===== config.mk =====
export PLATFORM = sky130hd
export DESIGN_NAME = rapid_recovery
export DESIGN_NICKNAME = d
export VERILOG_FILES = /design/src/common/recovery_pkg.sv /design/src/recovery_ctrl/recovery_ctrl.sv /design/src/rtl/backup_pc.sv /design/src/rtl/backup_regfile.sv /design/src/rtl/rapid_recovery.sv /design/src/rtl/recovery_addr_gen.sv
export VERILOG_INCLUDE_DIRS = /design/src /design/src/common
export SDC_FILE = /design/constraint.sdc
export NUM_CORES = 2
export LEC_CHECK = 0
export BUFFER_PORTS_ARGS = -buffer_cell sky130_fd_sc_hd__buf_2
export CAP_MARGIN = 0
export CORE_ASPECT_RATIO = 0.8
export CORE_UTILIZATION = 41
export DETAILED_ROUTE_END_ITERATION = 16
export GPL_TIMING_DRIVEN = 0
export PLACE_DENSITY = 0.6
export SLEW_MARGIN = 20
export SYNTH_ARGS = -nofsm -noshare
export SYNTH_HDL_FRONTEND = slang
export SYNTH_SLANG_ARGS = --single-unit

===== constraint.sdc =====
create_clock -name clk_i -period 4.31 [get_ports clk_i]
set_clock_uncertainty 0.05 [all_clocks]
set_input_delay 0.6465 -clock clk_i [delete_from_list [all_inputs] [get_ports clk_i]]
set_output_delay 0.6465 -clock clk_i [all_outputs]
set_load 0.01 [all_outputs]

===== src/common/recovery_defs.svh =====
`ifndef RECOVERY_DEFS_SVH
`define RECOVERY_DEFS_SVH

// Number of architectural registers in the core
`define RR_NUM_REGS 32

// Register address width, log2 of the register count
`define RR_ADDR_W 5

// Register and program counter data width
`define RR_XLEN 32

`endif


===== src/common/recovery_pkg.sv =====
`include "recovery_defs.svh"

package recovery_pkg;

  // Full register file address
  typedef logic [`RR_ADDR_W-1:0] rf_addr_t;

  // Index into one half of the register file, walked by the restore counter
  typedef logic [`RR_ADDR_W-2:0] half_addr_t;

  // Register value
  typedef logic [`RR_XLEN-1:0] rf_data_t;

  // Program counter value
  typedef logic [`RR_XLEN-1:0] pc_t;

  // Two register file write ports
  // Same layout for core writes into the unit and restore writes out of it
  typedef struct packed {
    logic     we_a;
    rf_addr_t waddr_a;
    rf_data_t wdata_a;
    logic     we_b;
    rf_addr_t waddr_b;
    rf_data_t wdata_b;
  } regfile_write_t;

  // Recovery controller states
  typedef enum logic [1:0] {
    IDLE,
    RESET,
    HALT,
    RESTORE
  } recovery_mode_e;

endpackage


===== src/recovery_ctrl/recovery_ctrl.sv =====
`timescale 1ns/1ps

module recovery_ctrl (
  input  logic clk_i,
  input  logic rst_ni,

  // Trigger from the fault detection logic
  input  logic start_recovery_i,

  // Core handshake levels
  input  logic debug_halt_i,

  // Last restore step reached, from the address counter
  input  logic restore_done_i,

  // Core control
  output logic setback_o,
  output logic instr_lock_o,
  output logic debug_req_o,
  output logic debug_resume_o,
  output logic recovery_finished_o,

  // Shadow store control
  output logic backup_enable_o,
  output logic restore_enable_o
);

  import recovery_pkg::*;

  recovery_mode_e mode_d, mode_q;

  // Registered control levels
  logic setback_d, setback_q;
  logic instr_lock_d, instr_lock_q;
  logic backup_enable_d, backup_enable_q;

  assign setback_o       = setback_q;
  assign instr_lock_o    = instr_lock_q;
  assign backup_enable_o = backup_enable_q;

  always_comb begin
    // Hold state and levels by default
    mode_d          = mode_q;
    instr_lock_d    = instr_lock_q;
    backup_enable_d = backup_enable_q;
    // Setback is a single cycle pulse
    setback_d       = 1'b0;
    // Strobes decoded from the current state
    debug_req_o         = 1'b0;
    debug_resume_o      = 1'b0;
    recovery_finished_o = 1'b0;
    restore_enable_o    = 1'b0;

    case (mode_q)
      IDLE: begin
        // Start pulse only honoured here
        if (start_recovery_i) begin
          mode_d = RESET;
        end
      end

      RESET: begin
        // Put the core back
        setback_d       = 1'b1;
        // Stop fetching until the restore is over
        instr_lock_d    = 1'b1;
        // Freeze the shadow copy
        backup_enable_d = 1'b0;
        // Single cycle state
        mode_d          = HALT;
      end

      HALT: begin
        // Keep requesting the debug halt
        debug_req_o = 1'b1;
        // Core acknowledged, move on to the replay
        if (debug_halt_i) begin
          mode_d = RESTORE;
        end
      end

      RESTORE: begin
        // Replay one register pair and the PC per cycle
        restore_enable_o = 1'b1;
        // Counter owns the last step decision
        if (restore_done_i) begin
          instr_lock_d        = 1'b0;
          backup_enable_d     = 1'b1;
          debug_resume_o      = 1'b1;
          recovery_finished_o = 1'b1;
          mode_d              = IDLE;
        end
      end

      default: begin
        // Unreachable with a full 2-bit enum, fall back to idle
        mode_d = IDLE;
      end
    endcase
  end

  always_ff @(posedge clk_i or negedge rst_ni) begin
    if (!rst_ni) begin
      mode_q          <= IDLE;
      setback_q       <= 1'b0;
      instr_lock_q    <= 1'b0;
      // Shadow copy tracks the core from reset onward
      backup_enable_q <= 1'b1;
    end else begin
      mode_q          <= mode_d;
      setback_q       <= setback_d;
      instr_lock_q    <= instr_lock_d;
      backup_enable_q <= backup_enable_d;
    end
  end

endmodule


===== src/rtl/backup_pc.sv =====
`timescale 1ns/1ps

module backup_pc (
  input  logic clk_i,
  input  logic rst_ni,

  // Capture strobed PCs while high
  input  logic backup_enable_i,

  // Present the saved PC while high
  input  logic restore_enable_i,

  // Core program counter and its strobe
  input  recovery_pkg::pc_t core_pc_i,
  input  logic core_pc_valid_i,

  // Saved PC towards the core
  output recovery_pkg::pc_t recovery_pc_o,
  output logic recovery_pc_valid_o
);

  import recovery_pkg::*;

  pc_t pc_q;

  // Strobes during recovery are dropped
  always_ff @(posedge clk_i or negedge rst_ni) begin
    if (!rst_ni) begin
      pc_q <= '0;
    end else if (backup_enable_i && core_pc_valid_i) begin
      pc_q <= core_pc_i;
    end
  end

  assign recovery_pc_o = pc_q;

  // Valid for every restore cycle
  assign recovery_pc_valid_o = restore_enable_i;

endmodule


===== src/rtl/backup_regfile.sv =====
`timescale 1ns/1ps

`include "recovery_defs.svh"

module backup_regfile (
  input  logic clk_i,
  input  logic rst_ni,

  // Mirror core writes while high
  input  logic backup_enable_i,

  // Drive the paired restore write while high
  input  logic restore_enable_i,

  // Core register file write ports being watched
  input  recovery_pkg::regfile_write_t core_write_i,

  // Restore index into the lower half
  input  recovery_pkg::half_addr_t restore_idx_i,

  // Paired write back into the core
  output recovery_pkg::regfile_write_t restore_write_o
);

  import recovery_pkg::*;

  // Shadow storage
  rf_data_t mem_q [`RR_NUM_REGS];

  // Restore addresses, lower half and the matching upper half entry
  rf_addr_t lo_addr;
  rf_addr_t hi_addr;

  always_ff @(posedge clk_i or negedge rst_ni) begin
    if (!rst_ni) begin
      for (int i = 0; i < `RR_NUM_REGS; i++) begin
        mem_q[i] <= '0;
      end
    end else if (backup_enable_i) begin
      if (core_write_i.we_a) begin
        mem_q[core_write_i.waddr_a] <= core_write_i.wdata_a;
      end
      // Later assignment, so port b wins on an address clash
      if (core_write_i.we_b) begin
        mem_q[core_write_i.waddr_b] <= core_write_i.wdata_b;
      end
    end
  end

  // Top address bit selects the half, same as adding half the file size
  assign lo_addr = {1'b0, restore_idx_i};
  assign hi_addr = {1'b1, restore_idx_i};

  // Port a restores the lower half
  assign restore_write_o.we_a    = restore_enable_i;
  assign restore_write_o.waddr_a = lo_addr;
  assign restore_write_o.wdata_a = mem_q[lo_addr];

  // Port b restores the upper half
  assign restore_write_o.we_b    = restore_enable_i;
  assign restore_write_o.waddr_b = hi_addr;
  assign restore_write_o.wdata_b = mem_q[hi_addr];

endmodule


===== src/rtl/rapid_recovery.sv =====
`timescale 1ns/1ps

`include "recovery_defs.svh"

module rapid_recovery (
  input  logic clk_i,
  input  logic rst_ni,

  // Fault detection trigger
  input  logic start_recovery_i,

  // Core state being shadowed
  input  recovery_pkg::regfile_write_t core_rf_write_i,
  input  recovery_pkg::pc_t core_pc_i,
  input  logic core_pc_valid_i,

  // Core halt acknowledge level
  input  logic debug_halt_i,

  // Restore path into the core
  output recovery_pkg::regfile_write_t recovery_rf_write_o,
  output recovery_pkg::pc_t recovery_pc_o,
  output logic recovery_pc_valid_o,

  // Core control
  output logic setback_o,
  output logic instr_lock_o,
  output logic debug_req_o,
  output logic debug_resume_o,

  // Status
  output logic recovery_finished_o
);

  import recovery_pkg::*;

  logic       backup_enable;
  logic       restore_enable;
  half_addr_t restore_idx;
  logic       restore_done;

  // Sequencer for setback, halt, restore and resume
  recovery_ctrl recovery_ctrl_inst (
    .clk_i               (clk_i),
    .rst_ni              (rst_ni),
    .start_recovery_i    (start_recovery_i),
    .debug_halt_i        (debug_halt_i),
    .restore_done_i      (restore_done),
    .setback_o           (setback_o),
    .instr_lock_o        (instr_lock_o),
    .debug_req_o         (debug_req_o),
    .debug_resume_o      (debug_resume_o),
    .recovery_finished_o (recovery_finished_o),
    .backup_enable_o     (backup_enable),
    .restore_enable_o    (restore_enable)
  );

  // Walks half the register file, one pair per cycle
  recovery_addr_gen #(
    .AddrWidth (`RR_ADDR_W - 1)
  ) recovery_addr_gen_inst (
    .clk_i     (clk_i),
    .rst_ni    (rst_ni),
    .enable_i  (restore_enable),
    .address_o (restore_idx),
    .done_o    (restore_done)
  );

  // Shadow register file
  backup_regfile backup_regfile_inst (
    .clk_i            (clk_i),
    .rst_ni           (rst_ni),
    .backup_enable_i  (backup_enable),
    .restore_enable_i (restore_enable),
    .core_write_i     (core_rf_write_i),
    .restore_idx_i    (restore_idx),
    .restore_write_o  (recovery_rf_write_o)
  );

  // Shadow program counter
  backup_pc backup_pc_inst (
    .clk_i               (clk_i),
    .rst_ni              (rst_ni),
    .backup_enable_i     (backup_enable),
    .restore_enable_i    (restore_enable),
    .core_pc_i           (core_pc_i),
    .core_pc_valid_i     (core_pc_valid_i),
    .recovery_pc_o       (recovery_pc_o),
    .recovery_pc_valid_o (recovery_pc_valid_o)
  );

endmodule


===== src/rtl/recovery_addr_gen.sv =====
`timescale 1ns/1ps

module recovery_addr_gen #(
  parameter int unsigned AddrWidth = 4
) (
  input  logic clk_i,
  input  logic rst_ni,

  // Step the address, high during every restore cycle
  input  logic enable_i,

  // Current half file index
  output recovery_pkg::half_addr_t address_o,

  // Current index is the last one
  output logic done_o
);

  import recovery_pkg::*;

  logic [AddrWidth-1:0] count_d, count_q;

  // Natural overflow wraps the maximum back to zero
  always_comb begin
    count_d = count_q;
    if (enable_i) begin
      count_d = count_q + 1'b1;
    end
  end

  always_ff @(posedge clk_i or negedge rst_ni) begin
    if (!rst_ni) begin
      count_q <= '0;
    end else begin
      count_q <= count_d;
    end
  end

  // Resized onto the shared index type
  assign address_o = half_addr_t'(count_q);

  // All-ones decode marks the final step
  assign done_o = &count_q;

endmodule

* Yosys cells after proc, flatten, opt, wreduce, memory -nomap -nowiden *
Index checks and enable logic that the tools add are counted.

operators by class
  $add $sub $neg = 1
  order comparisons = 6
  equal/unequal tests = 6
  multiplexer cells = 28
  bitwise gates (word level) = 4
  reduce and logical (&&, ||, !) cells = 8

operator list
  operator                                                               number
  1024-bit 2-to-1 mux                                                    3
  1024-bit bitwise mux                                                   2
  32-bit binary-select mux with 5-bit select                             2
  32-bit demux with 5-bit select                                         2
  32-bit 2-to-1 mux                                                      6
  6-bit >= comparator (second input constant)                            4
  5-bit inverter with 6-bit output                                       3
  6-bit by 1-bit < comparator with 1-bit output (second input constant)  2
  2-bit case mux with 4 select lines                                     1
  1-bit 2-to-1 mux                                                       7
  2-bit 2-to-1 mux                                                       3
  4-bit inverter with 6-bit output                                       1
  4-bit by 1-bit adder with 4-bit output (second input constant)         1
  2-bit == test (second input constant)                                  2
  2-bit != test (second input constant)                                  2
  1-bit case mux with 2 select lines                                     2
  4-bit AND reduction                                                    1
  1-bit logical AND                                                      3
  3-bit AND reduction                                                    1
  2-bit by 1-bit == test with 1-bit output (second input constant)       1
  2-bit logical NOT                                                      1
  2-bit by 1-bit != test with 1-bit output (second input constant)       1
  2-bit AND reduction                                                    1
  2-bit nonzero test                                                     1

word-level totals
  bits in registers = 1065
  output and inout bits = 114
  word-level logic and storage cells = 91

* Longest topological paths before layout *
  depth after elaboration = 10
  mapped depth = 8
  mapped depth without buffers = 5

* Hierarchy *
From an unflattened synthesis, not the netlist that was laid out.

second synthesis, totals
  cell total of the unflattened synthesis = 4699
  area total of the unflattened synthesis = 54910.2 um^2

by module, submodules not included
  module             times used  cells each  area an instance (um^2)  seq. area each (um^2)
  backup_regfile     1           4593        53108.4                  25624.6
  backup_pc          1           69          1352.5                   800.8
  recovery_ctrl      1           25          282.8                    126.4
  recovery_addr_gen  1           12          166.4                    100.1

* Least setup slack after synthesis *
Ideal clock, no wire load.

  path type = input port to flip-flop
  start = input core_rf_write_i[34] (netlist name)
  end = register backup_regfile_inst.mem_q[971] (netlist name)
  setup time = 0.126 ns
  arrival = 2.180 ns
  slack = 1.954 ns
  cell stages on the path = 7
  path buffers = 3
  cell sequence = buf_6 > or4b_1 > buf_4 > nor2_8 > o21ai_4 > buf_6 > a221o_1

on the way
  longest elaborated chain between the ends = 7
  elaborated cells on any way between the ends = 8
  those cells by class = 2 x order compare; 4 x mux; 1 x bitwise; 1 x reduce/logical

ends and longest elaborated chain
  element                                                                                                     line                  RTL
  start, declared                                                                                             rapid_recovery.sv:13  input recovery_pkg::regfile_write_t core_rf_write_i,
  5-bit inverter with 6-bit output (not written as such) (*)                                                  backup_regfile.sv:45  mem_q[core_write_i.waddr_b] <= core_write_i.wdata_b;
  6-bit >= comparator (not written as such) or 6-bit by 1-bit < comparator with 1-bit output (tied branches)  backup_regfile.sv:45
  1-bit logical AND (not written as such)                                                                     backup_regfile.sv:45
  32-bit 2-to-1 mux (not written as such)                                                                     backup_regfile.sv:45
  32-bit demux with 5-bit select (*)                                                                          backup_regfile.sv:45
  1024-bit bitwise mux (*)                                                                                    backup_regfile.sv:45
  1024-bit 2-to-1 mux (*)                                                                                     backup_regfile.sv:44  if (core_write_i.we_b) begin
  end signal, assigned by index                                                                               backup_regfile.sv:41  mem_q[core_write_i.waddr_a] <= core_write_i.wdata_a;
  end signal, assigned by index                                                                               backup_regfile.sv:45
  end, declared                                                                                               backup_regfile.sv:28  rf_data_t mem_q [`RR_NUM_REGS];

Every way passes the cells marked *; elsewhere a longest branch is shown, timed or not.
A chain may end at the register's enable or synchronous reset.

==> results_dict.tcl <==
set metrics [dict create \
    cts_max_level 3 \
    std_cell_rows 119 \
    fin_crit_ns 4.41 \
    cp_common_cell "clkbuf_2" \
    nNetsFinal 5372 \
    reg2reg_slack_ns 0.50 \
    postLayoutSetupSlackWorst_ns -0.0996 \
    worstSetupPathType "reg -> out" \
    power.switching_uw 11500 \
    die_h_um 330 \
    pin_count 227 \
    clk_pin_slew_ns 0.06 \
    final.setup.tns_ns -0.284 \
    critPathSlowestCell "clkdlybuf4s18_2" \
    syn_inst 4890 \
    whs_path_depth 2 \
    drive_gt1_share_pct 18.6 \
    status "complete, but fails checks" \
    yosysSeqAreaShare_pct 48.3 \
    synth_area_mm2 0.0552 \
    area_delta_synth_final_pct 14.8 \
    violations "negative setup slack" \
    seq_power_share_pct 35.7 \
    swShare_pct 37.3 \
    cp_top_family "buffers and inverters" \
    grt_antenna_before_repair 18 \
    min_to "backup_pc_inst.recovery_pc_o[9]" \
    cts_sinks 1065 \
    yosysWarnings 0 \
    hold_start "core_pc_i[9]" \
    fin_crit_sh_pct 102 \
    grt_setup_unrepaired "yes" \
    gp_congestion 1.04 \
    cp_data_arrival_time_ns 3.71 \
    path_max_fanout 10 \
    syn-num-nets 5009 \
    start_util_pct 41.6 \
    combPwrFrac_pct 31.5 \
    routed_wl_um 253000 \
    startpoint "recovery_addr_gen_inst.address_o[3]" \
    wl_per_cell_um 35.5 \
    clk_path_buf_depth 3 \
    clk_latency_ns 0.75 \
    yosys_most_used_dff "dfrtp_1" \
    leakagePower_uw 0.0270 \
    drc 0 \
    root_buffer "clkbuf_16" \
    worst_setup_path_end_kind "primary output" \
    core_area_mm2 0.133 \
    p_int_uw 19400 \
    grt_pass1_wl_um 356000 \
    r2r_cells 6 \
    clock.fmax_mhz 227 \
    ant_nets 0 \
    numCtsBuffers 112 \
    fp.dieW_um 412 \
    required_ns 3.61 \
    synth_cell_type_count 63 \
    crit_path_max_incr_delay_ns 0.64 \
    io_buffers 211 \
    postSynthAreaPerCell_um2 11.3 \
    slew_viol_final 0 \
    path_cells "clkbuf_2 > clkbuf_2 > clkdlybuf4s18_2 > mux2i_1 > o21ai_0 > buf_2" \
    start_kind "register" \
    synth_edf_count 0 \
    slew_headroom_pct 15.1 \
    pwr-share-clk_pct 32.8 \
    powerDensity_mw_per_mm2 489 \
    drt-pass1-iter-count 6 \
    placed_area_mm2 0.0591 \
    grt.total_usage_pct 36.6 \
    yosys_register_bits 1065 \
    postLayoutCellArea_mm2 0.0633 \
    grt_max_degree 133 \
    drt_iter0_drc 7415 \
    vias_per_cell 6.94 \
    ir_drop_mv 0.378 \
    dr_total_vias 49400 \
    ys_async_sr_fraction_pct 100 \
    grt_pass1_vias 46900 \
    hpwl_um 189000 \
    r2r_start "recovery_ctrl_inst.backup_enable_o" \
    grt-ovfl-total 0 \
    hold_viol_final 0 \
    r2r-end "backup_regfile_inst.mem_q[641]" \
    hp-class "in -> reg" \
    critical_path_buf_inv_count 4 \
    cts_tree "built" \
    cap_violations 0 \
    setup_viol 7 \
    die-area_mm2 0.136 \
    worst_pin_slew_ns 1.27 \
]
-- stage by stage --
| step | total power [µW] | cells | util, % | hold slack, ns | worst slack, ns |
|---|---|---|---|---|---|
| 3_3_place_gp | 20200 | 6855 | 44.1 | 0.433 | -21.82 |
| 3_5_place_dp | 20300 | 6888 | 44.6 | 0.438 | -0.605 |
| 4_1_cts | 30600 | 7101 | 47.7 | 0.0292 | -0.0105 |
| 2_1_floorplan | 16000 | 4890 | - | 0.301 | 1.55 |
| 6_report | 30900 | 7112 | 47.8 | 0.0605 | -0.0996 |
| 5_1_grt | 31600 | 7103 | 47.8 | 0.0479 | -0.0866 |
-- metal layers --
layer | routed length [µm] | global-route usage, % | vias to the layer above
met1 | 101000 | 50.7 | 25400
met3 | 36200 | 14.4 | 601
met5 | 97 | 0.931 | -
met4 | 11500 | 14.7 | 16
li1 | - | - | 19700
met2 | 104000 | 50.8 | 3664
-- registers in the layout, summed over array words and instances (netlist names) --
register                            flops
recovery_ctrl_inst.setback_o            1
recovery_addr_gen_inst.address_o        4
backup_regfile_inst.mem_q            1024
recovery_ctrl_inst.instr_lock_o         1
recovery_ctrl_inst.mode_q               2
backup_pc_inst.recovery_pc_o           32
recovery_ctrl_inst.backup_enable_o      1
-- cell usage after synthesis (20+ instances only) --
| cell type | count | area share [%] |
|---|---|---|
| o21a_1 | 22 | 0.30 |
| clkbuf_1 | 386 | 2.6 |
| buf_4 | 20 | 0.27 |
| and2_1 | 36 | 0.41 |
| o21ai_0 | 149 | 1.4 |
| mux2i_1 | 269 | 4.9 |
| dfrtp_1 | 1064 | 48 |
| o211ai_1 | 81 | 1.1 |
| nor2_1 | 918 | 6.2 |
| buf_2 | 117 | 1.1 |
| mux2_2 | 33 | 0.67 |
| buf_1 | 65 | 0.44 |
| a221o_1 | 866 | 16 |
| mux4_2 | 192 | 7.8 |
| a2bb2oi_1 | 154 | 2.4 |
| a22oi_1 | 68 | 0.93 |
| a32oi_1 | 64 | 1.0 |
| nor3_1 | 23 | 0.21 |
| nand2_1 | 174 | 1.2 |
-- worst max path at each step --
stage / slack, ns / depth (start not counted) / end
after global routing: -0.09 / 8 / recovery_rf_write_o[42]
after detailed placement: -0.60 / 7 / recovery_rf_write_o[30]
final: -0.1 / 6 / recovery_rf_write_o[29]
after floorplan: 1.55 / 5 / recovery_rf_write_o[10]
after CTS: -0.01 / 7 / recovery_rf_write_o[31]
after global placement: -21.82 / 1 / backup_pc_inst.recovery_pc_o[25]
-- worst reg2reg max path, stage by stage, from the launching register on --
cell      delay, ns
dfstp_2        0.69
clkbuf_1       0.41
clkbuf_1       0.41
clkbuf_1       0.97
nand2_1        0.79
nor2_1         0.29
a221o_1        0.14
-- power groups by stage --
stage,clock network [µW],registers [µW],logic [µW]
2_1_floorplan,0,11100,4960
3_3_place_gp,0,11200,8970
3_5_place_dp,0,11200,9100
4_1_cts,10100,11000,9400
5_1_grt,10500,11100,9960
6_report,10100,11000,9760
-- final cells by class --
type	count	area [µm²]
tap	1754	2190
clock buffer	172	3390
multi-input combinational	3216	26300
antenna	11	27.5
fill	12200	69200
sequential	1065	26700
inverter	10	38.8
clock inverter	36	358
buffer	599	2770
timing repair buffer	249	1570
-- cell families after synthesis --
group | count (synthesis) | synth area share (%)
AO/OA/AOI/OAI | 1439 | 23.3
AND/OR/NAND/NOR | 1272 | 10.1
flip-flops | 1065 | 48.3
buffers and inverters | 609 | 4.68
multiplexers | 494 | 13.4
adder cells (fa/ha/maj) | 6 | 0.136
XOR/XNOR | 3 | 0.0476
other | 2 | 0.0136
-- cells in the final DEF, fill, tap and decap left out, types with 6 or more instances in the layout --
cell             synthesis  final
buf_16                   0      9
o21a_1                  22     22
nor3b_2                  0     15
buf_2                  117    311
clkbuf_16                0    115
nand2_1                174    174
ha_1                     6      6
and2_1                  36     36
buf_4                   20     60
buf_6                   10     20
clkbuf_2                 1     30
nand2b_1                 7      7
clkinvlp_4               0      6
nor3_4                   1      8
a2bb2oi_1              154    154
o21ai_0                149    124
diode_2                  0     11
a22oi_1                 68     53
inv_1                    9      9
buf_1                   65     49
mux2i_1                269    266
clkbuf_8                 0     30
clkbuf_1               386    371
nor2_4                   8      9
nor2_1                 918    917
a221o_1                866    866
mux2_2                  33     33
clkinv_2                 0     22
nor3_2                  17     29
nand3_1                 14     14
a32oi_1                 64     64
clkdlybuf4s15_2          0      6
mux4_2                 192    192
a22oi_2                  0     15
o21ai_1                 16     28
clkbuf_4                 0     15
o211ai_1                81     81
o21ai_2                 15     28
dfrtp_1               1064   1064
-- what timing repair did --
item,4_1_cts,5_1_grt
gates resized for setup,129,22
cloned,0,0
hold endpoints to repair,69,0
setup endpoints to repair,64,45
hold buffers,1,0
buffers inserted,4,0
(Power assumes the default switching activity.)
